## config.mk

```make
export PLATFORM = sky130hd
export DESIGN_NAME = rv32_execute
export DESIGN_NICKNAME = d
export VERILOG_FILES = /design/src/rtl/rv32i_isa_pkg.sv /design/src/rtl/pipe_ctrl_pkg.sv /design/src/rtl/id_ex_latch.sv /design/src/rtl/forwarding_unit.sv /design/src/rtl/pipeline_alu.sv /design/src/rtl/mul_unit.sv /design/src/rtl/ex_stage.sv /design/src/rtl/ex_mem_latch.sv /design/src/rtl/rv32_execute.sv
export SDC_FILE = /design/constraint.sdc
export NUM_CORES = 2
export LEC_CHECK = 0
export ABC_AREA = 0
export ABC_CLOCK_PERIOD_IN_PS = 16129
export BUFFER_PORTS_ARGS = -buffer_cell sky130_fd_sc_hd__buf_2
export CORE_MARGIN = 2
export CORE_UTILIZATION = 45
export DETAILED_ROUTE_END_ITERATION = 8
export SLEW_MARGIN = 20
export SYNTH_ARGS = -nofsm -noshare
export SYNTH_HDL_FRONTEND = slang
export SYNTH_SLANG_ARGS = --single-unit
export TNS_END_PERCENT = 5
```

## constraint.sdc

```tcl
create_clock -name clk -period 16.13 [get_ports clk]
set_clock_uncertainty 0.15 [all_clocks]
set_input_delay 3.226 -clock clk [delete_from_list [all_inputs] [get_ports clk]]
set_output_delay 3.226 -clock clk [all_outputs]
set_load 0.01 [all_outputs]
```

## src/rtl/rv32i_isa_pkg.sv

```systemverilog
package rv32i_isa_pkg;

    // rv32i major opcodes
    typedef enum logic [6:0] {
        op_lui   = 7'b0110111,
        op_auipc = 7'b0010111,
        op_jal   = 7'b1101111,
        op_jalr  = 7'b1100111,
        op_br    = 7'b1100011,
        op_load  = 7'b0000011,
        op_store = 7'b0100011,
        op_imm   = 7'b0010011,
        op_reg   = 7'b0110011
    } opcode_t;

    typedef enum logic [4:0] {
        alu_add, alu_sub, alu_sll, alu_slt,
        alu_sltu, alu_xor, alu_srl, alu_sra,
        alu_or, alu_and, alu_eq, alu_ne,
        alu_lt, alu_ge, alu_ltu, alu_geu
    } alu_op_t;

    // low two bits of funct3 under funct7_mul
    typedef enum logic [1:0] {
        mk_mul    = 2'b00,
        mk_mulh   = 2'b01,
        mk_mulhsu = 2'b10,
        mk_mulhu  = 2'b11
    } mul_kind_t;

    localparam logic [2:0] br_beq  = 3'b000;
    localparam logic [2:0] br_bne  = 3'b001;
    localparam logic [2:0] br_blt  = 3'b100;
    localparam logic [2:0] br_bge  = 3'b101;
    localparam logic [2:0] br_bltu = 3'b110;
    localparam logic [2:0] br_bgeu = 3'b111;

    localparam logic [6:0] funct7_mul = 7'b0000001;

endpackage

```

## src/rtl/pipe_ctrl_pkg.sv

```systemverilog
package pipe_ctrl_pkg;

    localparam int xlen   = 32;
    localparam int reg_aw = 5;

    // operand source for forwarded registers
    typedef enum logic [1:0] {
        fwd_none     = 2'b00,
        fwd_from_wb  = 2'b01,
        fwd_from_mem = 2'b10
    } fwd_sel_t;

endpackage

```

## src/rtl/id_ex_latch.sv

```systemverilog
`timescale 1ns/100ps

module id_ex_latch
(
    input  logic                                 clk,
    input  logic                                 rst_n,
    input  logic                                 issue_valid,
    input  logic                                 stall,
    input  logic                                 squash,
    input  rv32i_isa_pkg::opcode_t               opcode,
    input  logic [2:0]                           funct3,
    input  logic [6:0]                           funct7,
    input  logic [pipe_ctrl_pkg::reg_aw-1:0]     rs1_s,
    input  logic [pipe_ctrl_pkg::reg_aw-1:0]     rs2_s,
    input  logic [pipe_ctrl_pkg::reg_aw-1:0]     rd_s,
    input  logic [pipe_ctrl_pkg::xlen-1:0]       rs1_v,
    input  logic [pipe_ctrl_pkg::xlen-1:0]       rs2_v,
    input  logic [pipe_ctrl_pkg::xlen-1:0]       imm,
    input  logic [pipe_ctrl_pkg::xlen-1:0]       pc,

    output logic                                 ex_valid,
    output rv32i_isa_pkg::opcode_t               ex_opcode,
    output logic [2:0]                           ex_funct3,
    output logic [pipe_ctrl_pkg::reg_aw-1:0]     ex_rs1_s,
    output logic [pipe_ctrl_pkg::reg_aw-1:0]     ex_rs2_s,
    output logic [pipe_ctrl_pkg::reg_aw-1:0]     ex_rd_s,
    output logic [pipe_ctrl_pkg::xlen-1:0]       ex_rs1_v,
    output logic [pipe_ctrl_pkg::xlen-1:0]       ex_rs2_v,
    output logic [pipe_ctrl_pkg::xlen-1:0]       ex_imm,
    output logic [pipe_ctrl_pkg::xlen-1:0]       ex_pc,
    output rv32i_isa_pkg::alu_op_t               ex_alu_op,
    output logic                                 ex_use_imm,
    output logic                                 ex_is_mul,
    output rv32i_isa_pkg::mul_kind_t             ex_mul_kind,
    output logic                                 ex_regf_we,
    output logic                                 ex_mem_read,
    output logic                                 ex_mem_write
);

    import rv32i_isa_pkg::*;

    alu_op_t dec_alu_op;
    logic    take;

    // a redirect in ex kills whatever issues at the same edge
    assign take = issue_valid && !squash;

    always_comb
    begin
        dec_alu_op = alu_add;
        case (opcode)
            op_br:
            begin
                case (funct3)
                    br_bne:  dec_alu_op = alu_ne;
                    br_blt:  dec_alu_op = alu_lt;
                    br_bge:  dec_alu_op = alu_ge;
                    br_bltu: dec_alu_op = alu_ltu;
                    br_bgeu: dec_alu_op = alu_geu;
                    default: dec_alu_op = alu_eq;
                endcase
            end
            op_imm, op_reg:
            begin
                case (funct3)
                    3'b000:  dec_alu_op = (opcode == op_reg && funct7[5]) ? alu_sub : alu_add;
                    3'b001:  dec_alu_op = alu_sll;
                    3'b010:  dec_alu_op = alu_slt;
                    3'b011:  dec_alu_op = alu_sltu;
                    3'b100:  dec_alu_op = alu_xor;
                    3'b101:  dec_alu_op = funct7[5] ? alu_sra : alu_srl;
                    3'b110:  dec_alu_op = alu_or;
                    default: dec_alu_op = alu_and;
                endcase
            end
            default: dec_alu_op = alu_add;
        endcase
    end

    always_ff @(posedge clk)
    begin
        if (!rst_n)
        begin
            ex_valid     <= 1'b0;
            ex_opcode    <= op_imm;
            ex_regf_we   <= 1'b0;
            ex_mem_read  <= 1'b0;
            ex_mem_write <= 1'b0;
        end
        else if (!stall)
        begin
            ex_valid     <= take;
            ex_opcode    <= opcode;
            ex_regf_we   <= take && !(opcode inside {op_br, op_store});
            ex_mem_read  <= take && (opcode == op_load);
            ex_mem_write <= take && (opcode == op_store);
        end
    end

    always_ff @(posedge clk)
    begin
        if (!stall)
        begin
            ex_funct3   <= funct3;
            ex_rs1_s    <= rs1_s;
            ex_rs2_s    <= rs2_s;
            ex_rd_s     <= rd_s;
            ex_rs1_v    <= rs1_v;
            ex_rs2_v    <= rs2_v;
            ex_imm      <= imm;
            ex_pc       <= pc;
            ex_alu_op   <= dec_alu_op;
            ex_use_imm  <= !(opcode inside {op_reg, op_br});
            ex_is_mul   <= (opcode == op_reg) && (funct7 == funct7_mul);
            ex_mul_kind <= mul_kind_t'(funct3[1:0]);
        end
    end

endmodule

```

## src/rtl/forwarding_unit.sv

```systemverilog
`timescale 1ns/100ps

module forwarding_unit
(
    input  logic [pipe_ctrl_pkg::reg_aw-1:0] rs1_s,
    input  logic [pipe_ctrl_pkg::reg_aw-1:0] rs2_s,
    input  logic                             mem_we,
    input  logic [pipe_ctrl_pkg::reg_aw-1:0] mem_rd_s,
    input  logic                             wb_we,
    input  logic [pipe_ctrl_pkg::reg_aw-1:0] wb_rd_s,

    output pipe_ctrl_pkg::fwd_sel_t          r1_sel,
    output pipe_ctrl_pkg::fwd_sel_t          r2_sel
);

    import pipe_ctrl_pkg::*;

    // mem is younger than wb so it wins, x0 never forwards
    function automatic fwd_sel_t pick(input logic [reg_aw-1:0] rs);
        fwd_sel_t sel;
        sel = fwd_none;
        if (rs != '0 && mem_we && mem_rd_s == rs)
            sel = fwd_from_mem;
        else if (rs != '0 && wb_we && wb_rd_s == rs)
            sel = fwd_from_wb;
        return sel;
    endfunction

    always_comb
    begin
        r1_sel = pick(rs1_s);
        r2_sel = pick(rs2_s);
    end

endmodule

```

## src/rtl/pipeline_alu.sv

```systemverilog
`timescale 1ns/100ps

module pipeline_alu
(
    input  rv32i_isa_pkg::alu_op_t         alu_op,
    input  logic [pipe_ctrl_pkg::xlen-1:0] a,
    input  logic [pipe_ctrl_pkg::xlen-1:0] b,

    output logic [pipe_ctrl_pkg::xlen-1:0] f
);

    import rv32i_isa_pkg::*;

    logic [4:0] shamt;

    assign shamt = b[4:0];

    always_comb
    begin
        f = '0;
        case (alu_op)
            alu_add:  f = a + b;
            alu_sub:  f = a - b;
            alu_sll:  f = a << shamt;
            alu_srl:  f = a >> shamt;
            alu_sra:  f = $signed(a) >>> shamt;
            alu_xor:  f = a ^ b;
            alu_or:   f = a | b;
            alu_and:  f = a & b;
            // compares land in bit 0
            alu_slt:  f[0] = $signed(a) < $signed(b);
            alu_sltu: f[0] = a < b;
            alu_eq:   f[0] = a == b;
            alu_ne:   f[0] = a != b;
            alu_lt:   f[0] = $signed(a) < $signed(b);
            alu_ge:   f[0] = $signed(a) >= $signed(b);
            alu_ltu:  f[0] = a < b;
            alu_geu:  f[0] = a >= b;
            default:  f = '0;
        endcase
    end

endmodule

```

## src/rtl/mul_unit.sv

```systemverilog
`timescale 1ns/100ps

module mul_unit
(
    input  rv32i_isa_pkg::mul_kind_t       mul_kind,
    input  logic [pipe_ctrl_pkg::xlen-1:0] a,
    input  logic [pipe_ctrl_pkg::xlen-1:0] b,

    output logic [pipe_ctrl_pkg::xlen-1:0] p
);

    import rv32i_isa_pkg::*;
    import pipe_ctrl_pkg::*;

    logic                       a_signed;
    logic                       b_signed;
    logic signed [xlen:0]       a_ext;
    logic signed [xlen:0]       b_ext;
    logic signed [2*xlen+1:0]   prod;

    // low word is the same for any signedness
    assign a_signed = (mul_kind == mk_mulh) || (mul_kind == mk_mulhsu);
    assign b_signed = (mul_kind == mk_mulh);

    assign a_ext = {a_signed & a[xlen-1], a};
    assign b_ext = {b_signed & b[xlen-1], b};
    assign prod  = a_ext * b_ext;

    assign p = (mul_kind == mk_mul) ? prod[xlen-1:0] : prod[2*xlen-1:xlen];

endmodule

```

## src/rtl/ex_stage.sv

```systemverilog
`timescale 1ns/100ps

module ex_stage
(
    input  logic                                 ex_valid,
    input  rv32i_isa_pkg::opcode_t               ex_opcode,
    input  logic [2:0]                           ex_funct3,
    input  logic [pipe_ctrl_pkg::reg_aw-1:0]     ex_rs1_s,
    input  logic [pipe_ctrl_pkg::reg_aw-1:0]     ex_rs2_s,
    input  logic [pipe_ctrl_pkg::reg_aw-1:0]     ex_rd_s,
    input  logic [pipe_ctrl_pkg::xlen-1:0]       ex_rs1_v,
    input  logic [pipe_ctrl_pkg::xlen-1:0]       ex_rs2_v,
    input  logic [pipe_ctrl_pkg::xlen-1:0]       ex_imm,
    input  logic [pipe_ctrl_pkg::xlen-1:0]       ex_pc,
    input  rv32i_isa_pkg::alu_op_t               ex_alu_op,
    input  logic                                 ex_use_imm,
    input  logic                                 ex_is_mul,
    input  rv32i_isa_pkg::mul_kind_t             ex_mul_kind,
    input  logic                                 ex_regf_we,
    input  logic                                 ex_mem_read,
    input  logic                                 ex_mem_write,

    input  logic                                 stall,

    input  logic                                 mem_we,
    input  logic [pipe_ctrl_pkg::reg_aw-1:0]     mem_rd_s,
    input  logic [pipe_ctrl_pkg::xlen-1:0]       mem_value,
    input  logic                                 mem_read,
    input  logic [pipe_ctrl_pkg::xlen-1:0]       ld_data,

    input  logic                                 wb_we,
    input  logic [pipe_ctrl_pkg::reg_aw-1:0]     wb_rd_s,
    input  logic [pipe_ctrl_pkg::xlen-1:0]       wb_rd_v,

    output logic                                 nx_valid,
    output logic                                 nx_we,
    output logic [pipe_ctrl_pkg::reg_aw-1:0]     nx_rd_s,
    output logic [pipe_ctrl_pkg::xlen-1:0]       nx_value,
    output logic [pipe_ctrl_pkg::xlen-1:0]       nx_store_data,
    output logic                                 nx_mem_read,
    output logic                                 nx_mem_write,
    output logic [2:0]                           nx_funct3,
    output logic                                 br_en,
    output logic [pipe_ctrl_pkg::xlen-1:0]       redirect_pc
);

    import rv32i_isa_pkg::*;
    import pipe_ctrl_pkg::*;

    fwd_sel_t        r1_sel;
    fwd_sel_t        r2_sel;
    logic [xlen-1:0] mem_fwd;
    logic [xlen-1:0] r1_val;
    logic [xlen-1:0] r2_val;
    logic [xlen-1:0] a;
    logic [xlen-1:0] b;
    logic [xlen-1:0] f;
    logic [xlen-1:0] mul_p;
    logic [xlen-1:0] jalr_sum;

    // a load in mem hands back its data this same cycle
    assign mem_fwd = mem_read ? ld_data : mem_value;

    always_comb
    begin
        case (r1_sel)
            fwd_from_mem: r1_val = mem_fwd;
            fwd_from_wb:  r1_val = wb_rd_v;
            default:      r1_val = ex_rs1_v;
        endcase
        case (r2_sel)
            fwd_from_mem: r2_val = mem_fwd;
            fwd_from_wb:  r2_val = wb_rd_v;
            default:      r2_val = ex_rs2_v;
        endcase
        case (ex_opcode)
            op_lui:                  a = '0;
            op_auipc, op_jal, op_jalr: a = ex_pc;
            default:                 a = r1_val;
        endcase
    end

    assign b        = ex_use_imm ? ex_imm : r2_val;
    assign jalr_sum = r1_val + ex_imm;

    always_comb
    begin
        br_en       = 1'b0;
        redirect_pc = '0;
        if (ex_valid && !stall)
        begin
            case (ex_opcode)
                op_jalr:
                begin
                    redirect_pc = {jalr_sum[xlen-1:1], 1'b0};
                    br_en       = 1'b1;
                end
                op_jal:
                begin
                    redirect_pc = ex_pc + ex_imm;
                    br_en       = 1'b1;
                end
                op_br:
                begin
                    redirect_pc = ex_pc + ex_imm;
                    br_en       = f[0];
                end
                default: br_en = 1'b0;
            endcase
        end
    end

    assign nx_valid      = ex_valid;
    assign nx_we         = ex_regf_we;
    assign nx_rd_s       = ex_rd_s;
    assign nx_store_data = r2_val;
    assign nx_mem_read   = ex_mem_read;
    assign nx_mem_write  = ex_mem_write;
    assign nx_funct3     = ex_funct3;

    // link value for jumps
    assign nx_value = (ex_opcode inside {op_jal, op_jalr}) ? ex_pc + xlen'(4) :
                      ex_is_mul ? mul_p : f;

    forwarding_unit forwarding_unit_dec_1
    (
        .rs1_s    (ex_rs1_s),
        .rs2_s    (ex_rs2_s),
        .mem_we   (mem_we),
        .mem_rd_s (mem_rd_s),
        .wb_we    (wb_we),
        .wb_rd_s  (wb_rd_s),
        .r1_sel   (r1_sel),
        .r2_sel   (r2_sel)
    );

    pipeline_alu alu_dec_1
    (
        .alu_op (ex_alu_op),
        .a      (a),
        .b      (b),
        .f      (f)
    );

    mul_unit mul_dec_1
    (
        .mul_kind (ex_mul_kind),
        .a        (a),
        .b        (b),
        .p        (mul_p)
    );

endmodule

```

## src/rtl/ex_mem_latch.sv

```systemverilog
`timescale 1ns/100ps

module ex_mem_latch
(
    input  logic                             clk,
    input  logic                             rst_n,
    input  logic                             stall,

    input  logic                             nx_valid,
    input  logic                             nx_we,
    input  logic [pipe_ctrl_pkg::reg_aw-1:0] nx_rd_s,
    input  logic [pipe_ctrl_pkg::xlen-1:0]   nx_value,
    input  logic [pipe_ctrl_pkg::xlen-1:0]   nx_store_data,
    input  logic                             nx_mem_read,
    input  logic                             nx_mem_write,
    input  logic [2:0]                       nx_funct3,

    output logic                             res_valid,
    output logic                             res_we,
    output logic [pipe_ctrl_pkg::reg_aw-1:0] res_rd_s,
    output logic [pipe_ctrl_pkg::xlen-1:0]   res_value,
    output logic [pipe_ctrl_pkg::xlen-1:0]   res_store_data,
    output logic                             res_mem_read,
    output logic                             res_mem_write,
    output logic [2:0]                       res_funct3
);

    always_ff @(posedge clk)
    begin
        if (!rst_n)
        begin
            res_valid     <= 1'b0;
            res_we        <= 1'b0;
            res_mem_read  <= 1'b0;
            res_mem_write <= 1'b0;
        end
        else if (!stall)
        begin
            res_valid     <= nx_valid;
            res_we        <= nx_we;
            res_mem_read  <= nx_mem_read;
            res_mem_write <= nx_mem_write;
        end
    end

    always_ff @(posedge clk)
    begin
        if (!stall)
        begin
            res_rd_s       <= nx_rd_s;
            res_value      <= nx_value;
            res_store_data <= nx_store_data;
            res_funct3     <= nx_funct3;
        end
    end

endmodule

```

## src/rtl/rv32_execute.sv

```systemverilog
`timescale 1ns/100ps

module rv32_execute
(
    input  logic                                 clk,
    input  logic                                 rst_n,

    input  logic                                 issue_valid,
    input  rv32i_isa_pkg::opcode_t               opcode,
    input  logic [2:0]                           funct3,
    input  logic [6:0]                           funct7,
    input  logic [pipe_ctrl_pkg::reg_aw-1:0]     rs1_s,
    input  logic [pipe_ctrl_pkg::reg_aw-1:0]     rs2_s,
    input  logic [pipe_ctrl_pkg::reg_aw-1:0]     rd_s,
    input  logic [pipe_ctrl_pkg::xlen-1:0]       rs1_v,
    input  logic [pipe_ctrl_pkg::xlen-1:0]       rs2_v,
    input  logic [pipe_ctrl_pkg::xlen-1:0]       imm,
    input  logic [pipe_ctrl_pkg::xlen-1:0]       pc,
    input  logic                                 stall,
    input  logic                                 wb_we,
    input  logic [pipe_ctrl_pkg::reg_aw-1:0]     wb_rd_s,
    input  logic [pipe_ctrl_pkg::xlen-1:0]       wb_rd_v,
    input  logic [pipe_ctrl_pkg::xlen-1:0]       ld_data,

    output logic                                 res_valid,
    output logic                                 res_we,
    output logic [pipe_ctrl_pkg::reg_aw-1:0]     res_rd_s,
    output logic [pipe_ctrl_pkg::xlen-1:0]       res_value,
    output logic [pipe_ctrl_pkg::xlen-1:0]       res_store_data,
    output logic                                 res_mem_read,
    output logic                                 res_mem_write,
    output logic [2:0]                           res_funct3,
    output logic                                 br_en,
    output logic [pipe_ctrl_pkg::xlen-1:0]       redirect_pc
);

    import rv32i_isa_pkg::*;
    import pipe_ctrl_pkg::*;

    logic              ex_valid;
    opcode_t           ex_opcode;
    logic [2:0]        ex_funct3;
    logic [reg_aw-1:0] ex_rs1_s;
    logic [reg_aw-1:0] ex_rs2_s;
    logic [reg_aw-1:0] ex_rd_s;
    logic [xlen-1:0]   ex_rs1_v;
    logic [xlen-1:0]   ex_rs2_v;
    logic [xlen-1:0]   ex_imm;
    logic [xlen-1:0]   ex_pc;
    alu_op_t           ex_alu_op;
    logic              ex_use_imm;
    logic              ex_is_mul;
    mul_kind_t         ex_mul_kind;
    logic              ex_regf_we;
    logic              ex_mem_read;
    logic              ex_mem_write;

    logic              nx_valid;
    logic              nx_we;
    logic [reg_aw-1:0] nx_rd_s;
    logic [xlen-1:0]   nx_value;
    logic [xlen-1:0]   nx_store_data;
    logic              nx_mem_read;
    logic              nx_mem_write;
    logic [2:0]        nx_funct3;

    id_ex_latch id_ex_latch_dec_1
    (
        .squash (br_en),
        .*
    );

    // registered mem-stage outputs loop back as the forward source
    ex_stage ex_stage_dec_1
    (
        .mem_we    (res_we),
        .mem_rd_s  (res_rd_s),
        .mem_value (res_value),
        .mem_read  (res_mem_read),
        .*
    );

    ex_mem_latch ex_mem_latch_dec_1
    (
        .*
    );

endmodule

```

==> out/qor.yml <==
viasPerCell: 6.24
cts_made_buffers: 27
drt_first_pass_iters: 8
num_rows: 135
yosys.area_share.simple_pct: 14.2
ys_seq_area_share_pct: 11.5
fmax_mhz: 67.1
synth_top_family_by_area: "adder cells"
synthCells: 6992
antenna_found_initial: 29
cts_resized: 0
synthXorXnorAreaFrac_pct: 2.48
cp_max_fo: 20
maxCapViolations: 0
drcViolationCount: 0
maxSlewViolCount: 0
start_util_pct: 45.3
setup.worst_path.end_class: "flip-flop"
max_slew_margin_pct: 14.4
met3_usage_pct: 9.94
drive_above_1_share_pct: 10.5
hpwlAfterDp_um: 239000
clkTransAtPathRegs_ns: 0.09
required_ns: 16.36
cp_num_buf_inv: 6
use_met1_pct: 58.2
cts_max_path_buffers: 3
boundaryPins: 343
drt_iter0_drc: 7397
area_growth_syn_to_layout_pct: 8.35
muxShareOfSynthArea_pct: 4.00
nNetsFinal: 8905
tightest_slew_ns: 1.28
numClockSinks: 239
insertion_delay_ns: 0.65
finalSetupViolations: 0
critPathLaunchType: "primary input"
die_h_um: 373
finalSetupTns_ns: 0
rsz0062_at_grt: "false"
syn_area_mm2: 0.0612
wirelength_um: 294000
grt_max_degree: 114
hold_viol: 0
fin_crit_ns: 14.90
grt_most_used_layer: "met2"
yosysWarnings: 0
yosys.area.top_type: "fa_1"
ys.flop_type: "edfxtp_1"
worst_path_most_repeated_cell: "fa_1"
critPathKind: "primary input to flip-flop"
max_stage_delay_ns: 1.05
post_cts_buffers: 0
yosysMostFrequentCell: "inv_1"
grt_pass1_wl_um: 417000
yosys-top-cells-area: "fa_1 (37%), edfxtp_1 (11%), ha_1 (7.6%)"
overflow: 0
ant_nets: 0
vias: 56100
numPortBuffers: 342
grt_pass1_vias: 56200
post_drt_wl_per_cell_um: 32.8
ys_ff_latch: 239
critical_path.top_delay_family: "compound AO/OA/AOI/OAI gates"
syn_avg_cell_area_um2: 8.75
syn-num-nets: 8728
cts-root-buf: "clkbuf_16"
die_x_um: 373
async_flop_share_pct: 0
cts_tree: "built"
synthAdderAreaFrac_pct: 44.6
min_period_over_period_pct: 92.4
core-area_mm2: 0.135
arrival_ns: 15.13
min_path_type: "flip-flop to flip-flop"
status: "completed"
grt_usage_pct: 42.0
synth-compound-area-share_pct: 12.9
cts_hold_buf: 0
crit_slowest_cell: "nor4b_1"
die_area_mm2: 0.139
htree_levels: 1
ys_types: 100
synth_edf_count: 224
place_congestion: 1.11
use_met2_pct: 60.2
yosys-top-cells-count: "inv_1 (1,216), fa_1 (1,129), nand2_1 (1,014), nor2_1 (596), ha_1 (373)"
synth_top_area_share_pct: 36.9
==> registers in the layout, indices dropped and copies added, names as in the netlist, 7 cells and up <==
signal                             flops
ex_mem_latch_dec_1.res_store_data     32
ex_mem_latch_dec_1.res_value          32
id_ex_latch_dec_1.ex_imm              32
id_ex_latch_dec_1.ex_opcode            7
id_ex_latch_dec_1.ex_pc               32
id_ex_latch_dec_1.ex_rs1_v            32
id_ex_latch_dec_1.ex_rs2_v            32
==> per-stage QoR <==
step | utilization, % | hold WS, ns | setup slack, ns | instance area [um^2] | cells
floorplan | - | 0.250 | 3.00 | 61200 | 6992
global placement | 48.3 | 0.251 | 1.27 | 65300 | 8920
detailed placement | 48.3 | 0.255 | 1.21 | 65300 | 8920
CTS | 49.0 | 0.270 | 1.82 | 66200 | 8969
global route | 49.0 | 0.277 | 1.15 | 66300 | 8975
finish | 49.1 | 0.269 | 1.23 | 66300 | 8984
==> routing by layer <==
| metal | routed length (um) | up-vias | share of wire [%] |
|---|---|---|---|
| li1 | - | 23000 | - |
| met1 | 119000 | 28700 | 40 |
| met2 | 122000 | 3550 | 41 |
| met3 | 32600 | 777 | 11 |
| met4 | 20800 | 18 | 7.1 |
| met5 | 137 | - | 0.047 |
==> cells by family (layout without fill, tap and decap cells) <==
kind of cell,after synthesis,after routing
XOR/XNOR,173,173
flip-flops,239,239
other,0,14
AND/OR/NAND/NOR,2055,2055
multiplexers,219,219
buffers and inverters,1655,1852
AO/OA/AOI/OAI,1149,1149
adder cells (fa/ha/maj),1502,1502
==> final timing paths <==
| path | from | end | slack (ns) | depth (start not counted) |
|---|---|---|---|---|
| setup / recovery | wb_rd_s[3] | ex_mem_latch_dec_1.res_value[13]$_DFFE_PN_ | 1.23 | 31 |
| hold / removal | id_ex_latch_dec_1.ex_rd_s[2]$_DFFE_PN_ | ex_mem_latch_dec_1.res_rd_s[2]$_DFFE_PN_ | 0.27 | 0 |
| setup reg to reg | id_ex_latch_dec_1.ex_rs1_s[4]$_DFFE_PN_ | ex_mem_latch_dec_1.res_value[13]$_DFFE_PN_ | 3.33 | 29 |
| hold reg to reg | id_ex_latch_dec_1.ex_rd_s[2]$_DFFE_PN_ | ex_mem_latch_dec_1.res_rd_s[2]$_DFFE_PN_ | 0.27 | 0 |
==> cell type report <==
class                      count  area, um^2
sequential                   239        7030
fill                       13100       68800
clock buffer                  29         683
antenna                       14        35.0
timing repair buffer         553        3360
multi-input combinational   5098       48000
inverter                    1250        4700
tap                         1781        2230
clock inverter                20         235
==> placed cells by master (no fill, tap or decap), types with 67 or more instances in the layout <==
master	n
a21o_1	67
a21oi_1	223
buf_2	343
buf_4	205
edfxtp_1	224
fa_1	1129
ha_1	373
inv_1	1211
mux2i_1	171
nand2_1	1013
nand3_1	77
nand4_1	70
nor2_1	594
nor3_1	74
o21ai_0	192
xnor2_1	106
==> worst register-to-register path: cells and delay by family (launching register included) <==
| kind | cells | cell delay, ns |
|---|---|---|
| xor+xnor | 2 | 0.76 |
| compound gates | 7 | 3.17 |
| simple gates | 6 | 2.46 |
| fa+ha+maj | 9 | 4.52 |
| buf+inv | 5 | 0.97 |
| flops | 1 | 0.52 |
Power is not shown: default switching activity piles up to over one toggle a cycle in this logic, so the estimate is an artifact.
